$ cat src/hw/fetch_pkg.sv
package fetch_pkg;

  localparam int xlen = 32;
  localparam int fetch_bytes = 8;
  localparam int packet_shift = $clog2(fetch_bytes); // byte offset bits inside a packet.

  localparam logic [xlen-1:0] reset_vector = '0;

  // idle waits for clear, busy fetches in order, jump and inv drop one stale response.
  typedef enum logic [1:0] {
    idle = 2'd0,
    busy = 2'd1,
    jump = 2'd2,
    inv = 2'd3
  } fetch_state_t;

  localparam int btb_depth = 16;
  localparam int btb_index_bits = $clog2(btb_depth);
  localparam int btb_tag_bits = xlen - btb_index_bits - packet_shift;

  localparam int ras_depth = 4;
  localparam int ras_ptr_bits = $clog2(ras_depth);

endpackage

$ cat src/hw/branch_predictor.sv
module branch_predictor
  import fetch_pkg::*;
(
  input  logic            clock,
  input  logic            reset,
  input  logic [xlen-1:0] get_pc,
  input  logic            get_branch,
  input  logic            get_return,
  input  logic            get_uncond,
  input  logic [xlen-1:0] upd_pc,
  input  logic [xlen-1:0] upd_npc,
  input  logic [xlen-1:0] upd_addr,
  input  logic            upd_branch,
  input  logic            upd_return,
  input  logic            upd_uncond,
  input  logic            stall,
  input  logic            clear,
  output logic            pred_branch,
  output logic [xlen-1:0] pred_baddr,
  output logic            pred_return,
  output logic [xlen-1:0] pred_raddr,
  output logic            pred_miss,
  output logic [xlen-1:0] pred_maddr
);

  logic [btb_depth-1:0] btb_valid;
  logic [btb_tag_bits-1:0] btb_tag [btb_depth];
  logic [xlen-1:0] btb_target [btb_depth];
  logic [xlen-1:0] ras [ras_depth];
  logic [ras_ptr_bits-1:0] ras_top;
  logic [ras_ptr_bits:0] ras_count;
  logic [btb_index_bits-1:0] get_idx;
  logic [btb_index_bits-1:0] upd_idx;
  logic get_hit;
  logic upd_hit;
  logic upd_jmp;
  logic btb_write;
  logic ras_empty;
  logic push;
  logic pop;

  assign get_idx = get_pc[packet_shift +: btb_index_bits];
  assign upd_idx = upd_pc[packet_shift +: btb_index_bits];
  assign get_hit = btb_valid[get_idx] & (btb_tag[get_idx] == get_pc[xlen-1 -: btb_tag_bits]);
  assign upd_hit = btb_valid[upd_idx] & (btb_tag[upd_idx] == upd_pc[xlen-1 -: btb_tag_bits]);

  assign upd_jmp = upd_branch | upd_uncond;
  assign btb_write = upd_jmp & (upd_addr != upd_npc); // only taken transfers are stored.

  assign pred_branch = (get_branch | get_uncond) & get_hit;
  assign pred_baddr = btb_target[get_idx];
  assign pred_miss = upd_jmp & ~(upd_hit & (btb_target[upd_idx] == upd_addr));
  assign pred_maddr = upd_addr;

  assign ras_empty = (ras_count == '0);
  assign push = upd_return;
  assign pop = get_return & ~ras_empty & ~stall; // a stalled decode repeats its pop later.
  assign pred_return = get_return & ~ras_empty;
  assign pred_raddr = ras[ras_top];

  always_ff @(posedge clock) begin
    if (reset == 0) begin
      btb_valid <= '0;
      ras_top <= '0;
      ras_count <= '0;
    end else begin
      if (btb_write) begin
        btb_valid[upd_idx] <= 1'b1;
      end
      if (clear) begin
        ras_top <= '0;
        ras_count <= '0;
      end else if (push && !pop) begin
        ras_top <= ras_top + 1'b1; // wrapping past the bottom overwrites the oldest entry.
        if (ras_count != (ras_ptr_bits + 1)'(ras_depth)) begin
          ras_count <= ras_count + 1'b1;
        end
      end else if (pop && !push) begin
        ras_top <= ras_top - 1'b1;
        ras_count <= ras_count - 1'b1;
      end
    end
  end

  always_ff @(posedge clock) begin
    if (btb_write) begin
      btb_tag[upd_idx] <= upd_pc[xlen-1 -: btb_tag_bits];
      btb_target[upd_idx] <= upd_addr;
    end
    if (push && pop) begin
      ras[ras_top] <= upd_npc; // push and pop together just replace the top.
    end else if (push) begin
      ras[ras_top + 1'b1] <= upd_npc;
    end
  end

endmodule

$ cat config.mk
export PLATFORM = sky130hd
export DESIGN_NAME = branch_predictor
export DESIGN_NICKNAME = d
export VERILOG_FILES = /design/src/hw/fetch_pkg.sv /design/src/hw/branch_predictor.sv
export SDC_FILE = /design/constraint.sdc
export NUM_CORES = 1
export LEC_CHECK = 0
export ABC_CLOCK_PERIOD_IN_PS = 7000
export BUFFER_PORTS_ARGS = -buffer_cell sky130_fd_sc_hd__buf_2
export CAP_MARGIN = 20
export CORE_UTILIZATION = 30
export DETAILED_ROUTE_END_ITERATION = 7
export PLACE_DENSITY = 0.42
export SLEW_MARGIN = 10
export SYNTH_ARGS = -nofsm -noshare
export SYNTH_HDL_FRONTEND = slang
export SYNTH_SLANG_ARGS = --single-unit
export TNS_END_PERCENT = 30
$ cat constraint.sdc
create_clock -name clock -period 7 [get_ports clock]
set_clock_uncertainty 0.05 [all_clocks]
set_input_delay 0.7 -clock clock [delete_from_list [all_inputs] [get_ports clock]]
set_output_delay 0.7 -clock clock [all_outputs]
set_load 0.005 [all_outputs]
==> flow_summary.json <==
{
  "grt_pass1_vias": 28200,
  "port-buffer-count": 230,
  "grt-ovfl-total": 0,
  "async_flop_share_pct": 0,
  "drive_above_1_share_pct": 40.2,
  "fin_setup_tns_ns": 0,
  "combPwrFrac_pct": 10.5,
  "p_clk_share_pct": 42.1,
  "cp_max_fo": 57,
  "irDropWorstVdd_v": 0.000253,
  "crit_type": "in -> out",
  "clk_pin_slew_ns": 0.06,
  "synthMuxAreaShare_pct": 27.1,
  "clock_latency_ns": 0.72,
  "fmax_ghz": 0.176,
  "cp_num_buf_inv": 3,
  "p_per_area_mw_per_mm2": 269,
  "dr.pass1.iters": 5,
  "clockRootBuffer": "clkbuf_16",
  "cts_resized": 0,
  "cts_max_path_buffers": 3,
  "worstPathRequired_ns": 6.25,
  "die_h_um": 406,
  "cts-buffers-inserted": 120,
  "synth-xor-area-share_pct": 1.97,
  "rows": 147,
  "cp_top_family": "simple AND/OR/NAND/NOR gates",
  "io_pins": 237,
  "ys_seq_elements": 1063,
  "via_per_inst": 5.43,
  "outcome": "finished, final reports clean",
  "synth_cells": 2339,
  "synth_fa_ha_area_share_pct": 0.169,
  "p_switching_mw": 3.72,
  "rsz0062_at_grt": "false",
  "min_period_over_period_pct": 81.1,
  "grt_max_degree": 94,
  "wl_per_cell_um": 34.5,
  "mostFrequentLayoutCells": "edfxtp_1 (1040), mux4_2 (554), buf_2 (223)",
  "hold_class": "in -> reg",
  "instances_no_fill": 4872,
  "power.share.sequential_pct": 47.5,
  "drtIter0Drc": 2434,
  "synth_compound_area_share_pct": 2.25,
  "finalHoldViolCount": 0,
  "synth_nets": 2483,
  "seq_area_frac_synth_pct": 64.7,
  "cpMaxStageDelayCell": "nor4_1",
  "clock-sinks": 1063,
  "hold_buffers": 0,
  "dp_hpwl_um": 104000,
  "post-route-min-period_ns": 5.68,
  "synthSimpleGateAreaFrac_pct": 1.60,
  "slew_headroom_pct": 27.3,
  "cts_tree": "done",
  "cp.arrival_ns": 4.93,
  "drc_errors": 0,
  "die_w_um": 406,
  "die-area_mm2": 0.165,
  "syn_to_final_growth_pct": 16.2,
  "slowest_delay_ns": 0.76,
  "syn_area_per_cell_um2": 20.9,
  "crit_path_end_kind": "output pin",
  "cts_setup_buffers": 0,
  "wl_um": 168000,
  "synth_top_family_by_area": "multiplexers",
  "start_util_pct": 30.4,
  "netlist_area_mm2": 0.0490,
  "grt_usage_pct": 20.5,
  "setup_viol": 0,
  "drv_cap": 0,
  "via_count": 26400,
  "fin_total_pwr_mw": 15.3,
  "yosysUniqueCellTypes": 60,
  "worst_pin_slew_ns": 1.09,
  "start_kind": "input port",
  "dpl.cell_count": 4643,
  "cellLeakagePower_nw": 18.0,
  "p_sw_share_pct": 24.3,
  "core_area_mm2": 0.161,
  "grt_pass1_wl_um": 233000,
  "yosys_most_used_dff": "edfxtp_1",
  "path_cells": "buf_8 -> buf_12 -> mux4_2 -> mux4_2 -> xor2_1 -> nor4_1 -> nand4_1 -> nor4_1 -> a31oi_1 -> buf_2",
  "antenna_left": 0,
  "finalWeightedCongestion": 0.915,
  "yosys_warnings": 0,
  "drv_slew": 0,
  "cts.htree.levels": 3,
  "fin_nets": 2749,
  "layout_commonest_cell": "edfxtp_1",
  "synth_edf_count": 1040,
  "grt_antenna_before_repair": 8,
  "internal-power_mw": 11.6
}
[power groups by stage]
stage          sequential [mW]  combinational [mW]  clock (mW)
3_5_place_dp              7.41                1.63           0
4_1_cts                   7.27                1.64        6.62
2_1_floorplan             7.39               0.896           0
6_report                  7.27                1.60        6.45
3_3_place_gp              7.39                1.62           0
5_1_grt                   7.29                1.69        6.84
[metrics by stage]
stage                     cell area (µm²)  utilization [%]  hold WS, ns  setup WS [ns]
after floorplan                     49000                -        0.402          0.248
after global placement              52900             32.8        0.412           1.33
after detailed placement            52900             32.8        0.427           1.30
after CTS                           56900             35.3       0.0738           1.29
after global routing                56900             35.3        0.111           1.04
final                               56900             35.3        0.145           1.32
[layout make-up]
class,instances,area (µm²)
multi-input combinational,1064,16300
clock inverter,84,902
clock buffer,142,3110
sequential,1063,31700
antenna,3,7.51
fill,15000,104000
timing repair buffer,321,2080
tap,2160,2700
inverter,35,133
[Yosys cell counts (4+ instances only)]
library cell / n / area [µm²]
edfxtp_1: 1040 / 31200
mux4_2: 554 / 12500
xnor2_1: 87 / 762
mux2i_1: 71 / 711
buf_4: 50 / 375
buf_2: 47 / 235
nor2_1: 47 / 176
clkbuf_1: 46 / 173
nand2_1: 39 / 146
inv_1: 33 / 124
buf_1: 25 / 93.8
dfxtp_1: 23 / 460
o21ai_0: 23 / 115
xor2_1: 23 / 201
nand4_1: 19 / 119
a21oi_1: 18 / 90.1
o21a_1: 16 / 120
o22ai_1: 15 / 93.8
nor3_1: 14 / 70.1
nor4_1: 14 / 87.6
a221oi_1: 10 / 87.6
a31oi_1: 10 / 62.6
buf_6: 9 / 101
o211ai_1: 8 / 60.1
a22oi_1: 7 / 52.6
mux2_2: 7 / 78.8
nand2b_1: 7 / 43.8
o2bb2ai_1: 7 / 61.3
a2111oi_0: 6 / 52.6
nor2b_1: 6 / 37.5
a211oi_1: 5 / 37.5
ha_1: 5 / 62.6
nand3_1: 5 / 25.0
o221ai_1: 5 / 43.8
a22o_1: 4 / 35.0
or2_2: 4 / 25.0
[routing by layer]
layer  vias up  track usage [%]  wire length, µm
met5         -                0               17
met4         2             6.55             5150
met1     14700             27.8            72600
met3       238             3.35             8460
li1      10700                -                -
met2       785             33.5            81800
[flip-flops by register name, indices dropped and copies added, names as in the netlist, named ones only]
signal      count
ras_top         2
btb_valid      16
ras_count       3
btb_target    512
ras           128
btb_tag       400
[logic make-up after synthesis]
group / count (synthesis)
simple gates: 162
xor+xnor: 110
buf+inv: 212
flops: 1063
compound gates: 154
fa+ha+maj: 6
mux: 632
[path summary, 6_finish.rpt]
| kind | from | endpoint | depth (start not counted) | slack [ns] |
|---|---|---|---|---|
| setup / recovery | upd_pc[3] | pred_miss | 10 | 1.32 |
| hold / removal | upd_npc[30] | ras[3][30] | 1 | 0.15 |
| setup reg to reg | ras_count[0] | ras[3][7] | 8 | 4.20 |
| hold reg to reg | btb_valid[10] | btb_valid[10] | 1 | 0.44 |
No activity file was read; power rests on OpenSTA's default activity.
