### config.mk
export PLATFORM = sky130hd
export DESIGN_NAME = fetch_stage
export DESIGN_NICKNAME = d
export VERILOG_FILES = /design/src/hw/fetch_pkg.sv /design/src/hw/fetch_stage.sv
export SDC_FILE = /design/constraint.sdc
export NUM_CORES = 1
export LEC_CHECK = 0
export ABC_AREA = 1
export BUFFER_PORTS_ARGS = -buffer_cell sky130_fd_sc_hd__buf_2
export CORE_AREA = 4 4 167 169
export DETAILED_ROUTE_END_ITERATION = 12
export DIE_AREA = 0 0 171 173
export PLACE_DENSITY = 0.54
export SYNTH_ARGS = -nofsm -noshare
export SYNTH_HDL_FRONTEND = slang
export SYNTH_SLANG_ARGS = --single-unit
export TNS_END_PERCENT = 20
### constraint.sdc
create_clock -name clock -period 4.68 [get_ports clock]
set_input_delay 0.468 -clock clock [delete_from_list [all_inputs] [get_ports clock]]
set_output_delay 0.468 -clock clock [all_outputs]
set_load 0.03 [all_outputs]
### src/hw/fetch_pkg.sv
package fetch_pkg;

  localparam int xlen = 32;
  localparam int fetch_bytes = 8;
  localparam int packet_shift = $clog2(fetch_bytes); // byte offset bits inside a packet.

  localparam logic [xlen-1:0] reset_vector = '0;

  // idle waits for clear, busy fetches in order, jump and inv drop one stale response.
  typedef enum logic [1:0] {
    idle = 2'd0,
    busy = 2'd1,
    jump = 2'd2,
    inv = 2'd3
  } fetch_state_t;

  localparam int btb_depth = 16;
  localparam int btb_index_bits = $clog2(btb_depth);
  localparam int btb_tag_bits = xlen - btb_index_bits - packet_shift;

  localparam int ras_depth = 4;
  localparam int ras_ptr_bits = $clog2(ras_depth);

endpackage

### src/hw/fetch_stage.sv
module fetch_stage
  import fetch_pkg::*;
(
  input  logic              clock,
  input  logic              reset,
  input  logic              trap,
  input  logic [xlen-1:0]   mtvec,
  input  logic              mret,
  input  logic [xlen-1:0]   mepc,
  input  logic              pred_branch,
  input  logic [xlen-1:0]   pred_baddr,
  input  logic              pred_return,
  input  logic [xlen-1:0]   pred_raddr,
  input  logic              pred_miss,
  input  logic [xlen-1:0]   pred_maddr,
  input  logic              exe_jump,
  input  logic [xlen-1:0]   exe_addr,
  input  logic              mem_fence_op,
  input  logic [xlen-1:0]   mem_npc,
  input  logic              stall,
  input  logic              clear,
  input  logic              mem_ready,
  input  logic [2*xlen-1:0] mem_rdata,
  output logic              mem_valid,
  output logic [xlen-1:0]   mem_addr,
  output logic              mem_fence,
  output logic              mem_spec,
  output logic              pred_stall,
  output logic [xlen-1:0]   q_pc,
  output logic [2*xlen-1:0] q_rdata,
  output logic              q_ready
);

  fetch_state_t state;
  fetch_state_t state_next;
  logic [xlen-1:0] pc;
  logic [xlen-1:0] pc_next;
  logic redirect_spec;
  logic redirect_fence;
  logic pend_spec;
  logic pend_fence;
  logic issue;

  // the pc only moves forward when a response is taken in busy and decode is not stalled.
  assign pred_stall = stall | ~((state == busy) & mem_ready);

  always_comb begin
    pc_next = pc;
    redirect_spec = 1'b1;
    redirect_fence = 1'b0;
    if (trap) begin
      pc_next = mtvec;
    end else if (mret) begin
      pc_next = mepc;
    end else if (pred_branch) begin
      pc_next = pred_baddr;
    end else if (pred_return) begin
      pc_next = pred_raddr;
    end else if (pred_miss) begin
      pc_next = pred_maddr;
    end else if (exe_jump) begin
      pc_next = exe_addr;
    end else if (mem_fence_op) begin
      pc_next = mem_npc;
      redirect_fence = 1'b1;
    end else begin
      redirect_spec = 1'b0;
      if (!pred_stall) begin
        pc_next = pc + xlen'(fetch_bytes);
      end
    end
  end

  always_comb begin
    state_next = state;
    issue = 1'b0;
    case (state)
      idle: begin
        if (!clear) begin
          state_next = busy;
          issue = 1'b1;
        end
      end
      busy: begin
        if (mem_ready) begin
          issue = 1'b1;
        end else if (redirect_fence) begin
          state_next = inv; // the fence also counts as speculative, so test it first.
        end else if (redirect_spec) begin
          state_next = jump;
        end
      end
      jump, inv: begin
        if (mem_ready) begin
          state_next = busy; // the stale response is dropped here.
          issue = 1'b1;
        end
      end
      default: begin
        state_next = idle;
      end
    endcase
  end

  assign mem_valid = issue;
  assign mem_addr = pc_next;
  assign mem_spec = issue & (redirect_spec | pend_spec);
  assign mem_fence = issue & (redirect_fence | pend_fence);

  always_ff @(posedge clock) begin
    if (reset == 0) begin
      state <= idle;
      pc <= reset_vector;
      pend_spec <= 1'b0;
      pend_fence <= 1'b0;
      q_ready <= 1'b0;
    end else begin
      state <= state_next;
      pc <= pc_next;
      pend_spec <= ~issue & (pend_spec | redirect_spec); // held until the redirected request leaves.
      pend_fence <= ~issue & (pend_fence | redirect_fence);
      q_ready <= ~pred_stall;
    end
  end

  always_ff @(posedge clock) begin
    q_pc <= pc; // pc is the address of the request being answered.
    q_rdata <= mem_rdata;
  end

endmodule

==> results.txt <==
Detailed placement ended at an HPWL of 24.47 mm. The required time of the worst setup path is 4210 ps. The post-cts repair resize count is 0. For the pin with the worst max-slew slack, the measured transition is 1112 ps. The final-report hold violation count came out at 0. The initial antenna violation count is 2. The number of design-rule violations left by the first detailed-router iteration is 352.

After synthesis, the mean cell area works out to 8.087 µm². Dividing total power by cell area gives a power density of 362.4 nW/µm². In the final layout, the share of cells above drive strength 1 is 46.28%. The placer congestion estimate came out at 0.9188. For this run the aggregate overflow at the end of global routing stands at 0.

The count of synthesis-stage warnings from yosys came out at 0. In this run, flip-flops and latches consume 38.6% of the power. The total core area came out at 26,580 µm². The mean routed wirelength per cell came out at 19.61 µm. The total number of vias came out at 7,127. The critical setup path kind is flop to output port. The net switching power came out at 1.072 mW. The worst reg-to-reg path cell count is 9. The number of H-tree levels came out at 4. The overall track demand over capacity in global routing is 19.37%. The count of flip-flops with a built-in enable after synthesis came out at 0. The clock insertion delay at the later pin of the skew report came out at 420 ps. After synthesis, flip-flops and latches occupy 43.09% of the total area. The fraction of the cycle the final worst path needs came out at 73.54%. The number of inserted filler cells in the final layout came out at 2,863.

The area of placed instances is 8467 µm². The root buffer cell chosen for the clock tree is clkbuf_16. Setup repair after global routing left no endpoint under its margin.

After clock tree synthesis, the clock-pin slew on the worst setup and hold paths is 60 ps. The wire length of the first global-routing pass came out at 43.24 mm. By area the synthesized netlist is led by dfxtp_1 43%, nand2_1 12%, a221oi_1 6.4%. The synthesized area is 6178 µm². The minimum hold slack is 149.6 ps. The die area came out at 29,580 µm². In this run the worst hold path is classified as input port to flop. The DRC violation count after routing came out at 0. The run finished with clean final reports. The total area of multi-input combinational cells came out at 2897 µm². Once the floorplan was initialized, standard cells occupied 23.25% of the core. The width of the die came out at 171 µm. The largest delay contributor family on the critical path is simple AND/OR/NAND/NOR gates. The number of global-route vias before repair came out at 7,387. After the last flow step, the layout net total stands at 1,485.

The portion of total power attributed to combinational logic is 21.1%. The number of search-and-repair iterations in the first detailed-routing pass came out at 5. The worst path arrival time is 2970 ps.

In this run, CTS created clock tree buffers numbering 17. The headroom to the max-slew limit is 25.40%. The dominant register cell in the synthesized netlist is dfxtp_1. Adding up every negative setup slack in the final design gives 0 ps. The count of antenna-violating nets left after detailed routing is 0. The depth of the worst hold-timing path is 1. The slowest stage of the critical path is the nand4_1 cell.

The final layout contains routed wiring with a total length of 30.18 mm. The static leakage came out at 4.484 nW. Net switching is 32.69% of the power.

The achievable frequency came out at 0.2905 GHz. The clock network burns 40.3% of the power. Setup violations remaining at the end of the flow were counted as 0. STA classifies the critical path endpoint as an output port. The critical path buffer and inverter count is 3. The area occupied by registers is 2663 µm².

Counting flops with an async set or reset pin after synthesis yields a share of 0%. The max-capacitance violation count is 0. The number of clock sinks is 133.

The largest area contributor in the synthesized netlist is dfxtp_1. The critical path goes through nand4_1, nor2_1, nand2_2, nand2_1, nand3_1, nand2_1, inv_1, o21ai_1, o21ai_1, inv_1, buf_2. The layout overhead on the synthesized area is 46.46%.

The number of nets handed over by synthesis was 1,065. The worst clock skew came out at 18.56 ps. The count of buffers inserted at the top-level ports is 432.

TritonCTS built the clock tree. The count of final max-slew check failures came out at 0. After layout, the minimum clock period comes to 3442 ps.

The register bit count reported by yosys came out at 133. The worst vdd rail ir drop came out at 0.2206 mV. STA classifies the critical path startpoint as a flop. The count of buffers added by post-CTS timing repair for setup came out at 0. The maximum number of pins on one net before global-route repair came out at 41. The number of top-level pins is 433.

The maximum clock insertion buffer count came out at 2. The area of all placed cells without fillers is 9049 µm². The post-detailed-route via-to-cell ratio is 4.631.

The post-synthesis cell count came out at 764. The fraction of post-synthesis cell area in the top cell type by area is 43.09%. The number of distinct library cell variants in the gate-level netlist after synthesis is 46. The number of buffers inserted by hold repair at cts is 0. The highest net fanout along the worst path came out at 12. The row count came out at 60. The count of cell instances traversed by the critical path came out at 11. The largest single stage delay on the critical path is 760 ps. Internal power comes to 2.207 mW. The overall die height is 173 µm.
[state kept, by name, indices dropped and copies added (netlist names)]
register    count
pend_spec       1
q_ready         1
q_pc           32
q_rdata        64
pend_fence      1
pc             32
state           2
[power groups by stage]
stage	Combinational, mW	Sequential [mW]	Clock, mW
finish	0.690	1.27	1.32
global route	0.744	1.28	1.42
CTS	0.693	1.27	1.37
detailed placement	0.692	1.29	0
global placement	0.693	1.29	0
floorplan	0.299	1.37	0
[Yosys cell counts, types with 3 or more instances]
library cell and number:
nand2_2 12, nor2_1 62, nand4_1 16, o221a_2 22, xor2_1 6, clkbuf_8 15
dlygate4sd1_1 3, nor2_2 10, nor3_1 4, nor2_4 11, buf_4 3, o221ai_1 5
clkbuf_1 8, a221oi_1 45, inv_1 66, or2_2 13, o21ai_1 23, dfxtp_1 133
o211ai_1 4, o21bai_1 3, nand3b_1 4, buf_2 4, a21oi_1 26, nand2_1 203
xnor2_1 3, inv_2 7, o21ai_0 6, nand3_1 22
[cell usage in the layout, fill, tap and decap left out, types with 3 or more instances in the layout]
cell,instances
or2_2,13
buf_4,5
a221oi_1,45
o221a_2,22
nor3_1,4
o21ai_1,23
o21ai_0,6
nor2_2,11
inv_2,7
nand2_2,12
nand2_1,203
nand4_1,16
nor2_1,61
xor2_1,6
clkinvlp_4,4
a21oi_1,26
inv_6,5
nand3b_1,4
nor2_4,11
inv_1,66
buf_2,432
nand3_1,22
o211ai_1,4
o21bai_1,3
xnor2_1,3
dfxtp_1,133
o221ai_1,5
clkbuf_16,17
[cell families (layout without fill, tap and decap cells)]
group,Yosys count,count (layout),share of synthesized area (%)
and+or+nand+nor,369,369,28.05
AOI/OAI and AO/OA,141,141,17.31
DFF,133,133,43.09
buffers and inverters,111,544,10.07
xor gates and xnor gates,9,9,1.276
adders and majority gates,1,1,0.2025
other,0,1,0
[worst register-to-register path, stage by stage, from the launching register on]
cell and delay, ps:
dfxtp_1 400, nand4_1 760, nor3_4 430, xor2_1 190, nand2_1 120, nand2_1 90
nand2_1 50, nand2_1 50, nand2_1 60, a21oi_1 190
[worst paths after layout]
kind / startpoint / to / slack [ps]
setup / recovery: state[0]$_SDFFE_PN0P_ / mem_addr[22] / 1240
setup reg to reg: state[0]$_SDFFE_PN0P_ / pc[7]$_SDFF_PN0_ / 2260
hold reg to reg: pc[0]$_SDFF_PN0_ / q_pc[0]$_DFF_P_ / 350
hold / removal: mem_rdata[32] / q_rdata[32]$_DFF_P_ / 150
[metrics by stage]
stage | setup slack, ps | std cells | util [%] | total power, mW
after floorplan | 2466 | 764 | - | 1.674
after global placement | 1388 | 1506 | 31.86 | 1.987
after detailed placement | 1356 | 1506 | 31.86 | 1.987
after CTS | 1117 | 1538 | 34.04 | 3.335
after global routing | 925.7 | 1539 | 34.05 | 3.441
final | 1238 | 1539 | 34.05 | 3.279
[layer usage]
layer	vias to the layer above	GRT usage (%)	routed length (µm)
met4	4	7.428	853
met2	383	32.22	14180
met3	47	4.001	2284
met5	-	0	13
met1	3273	24.50	12850
li1	3420	-	-
[final cells by class]
class / instances / share of cell area, %
antenna: 1 / 0.02765
clock buffer: 18 / 4.853
clock inverter: 14 / 1.549
inverter: 75 / 3.111
multi-input combinational: 520 / 32.01
sequential: 133 / 29.42
tap: 341 / 4.715
timing repair buffer: 437 / 24.31
No activity file was read; power rests on OpenSTA's default activity.
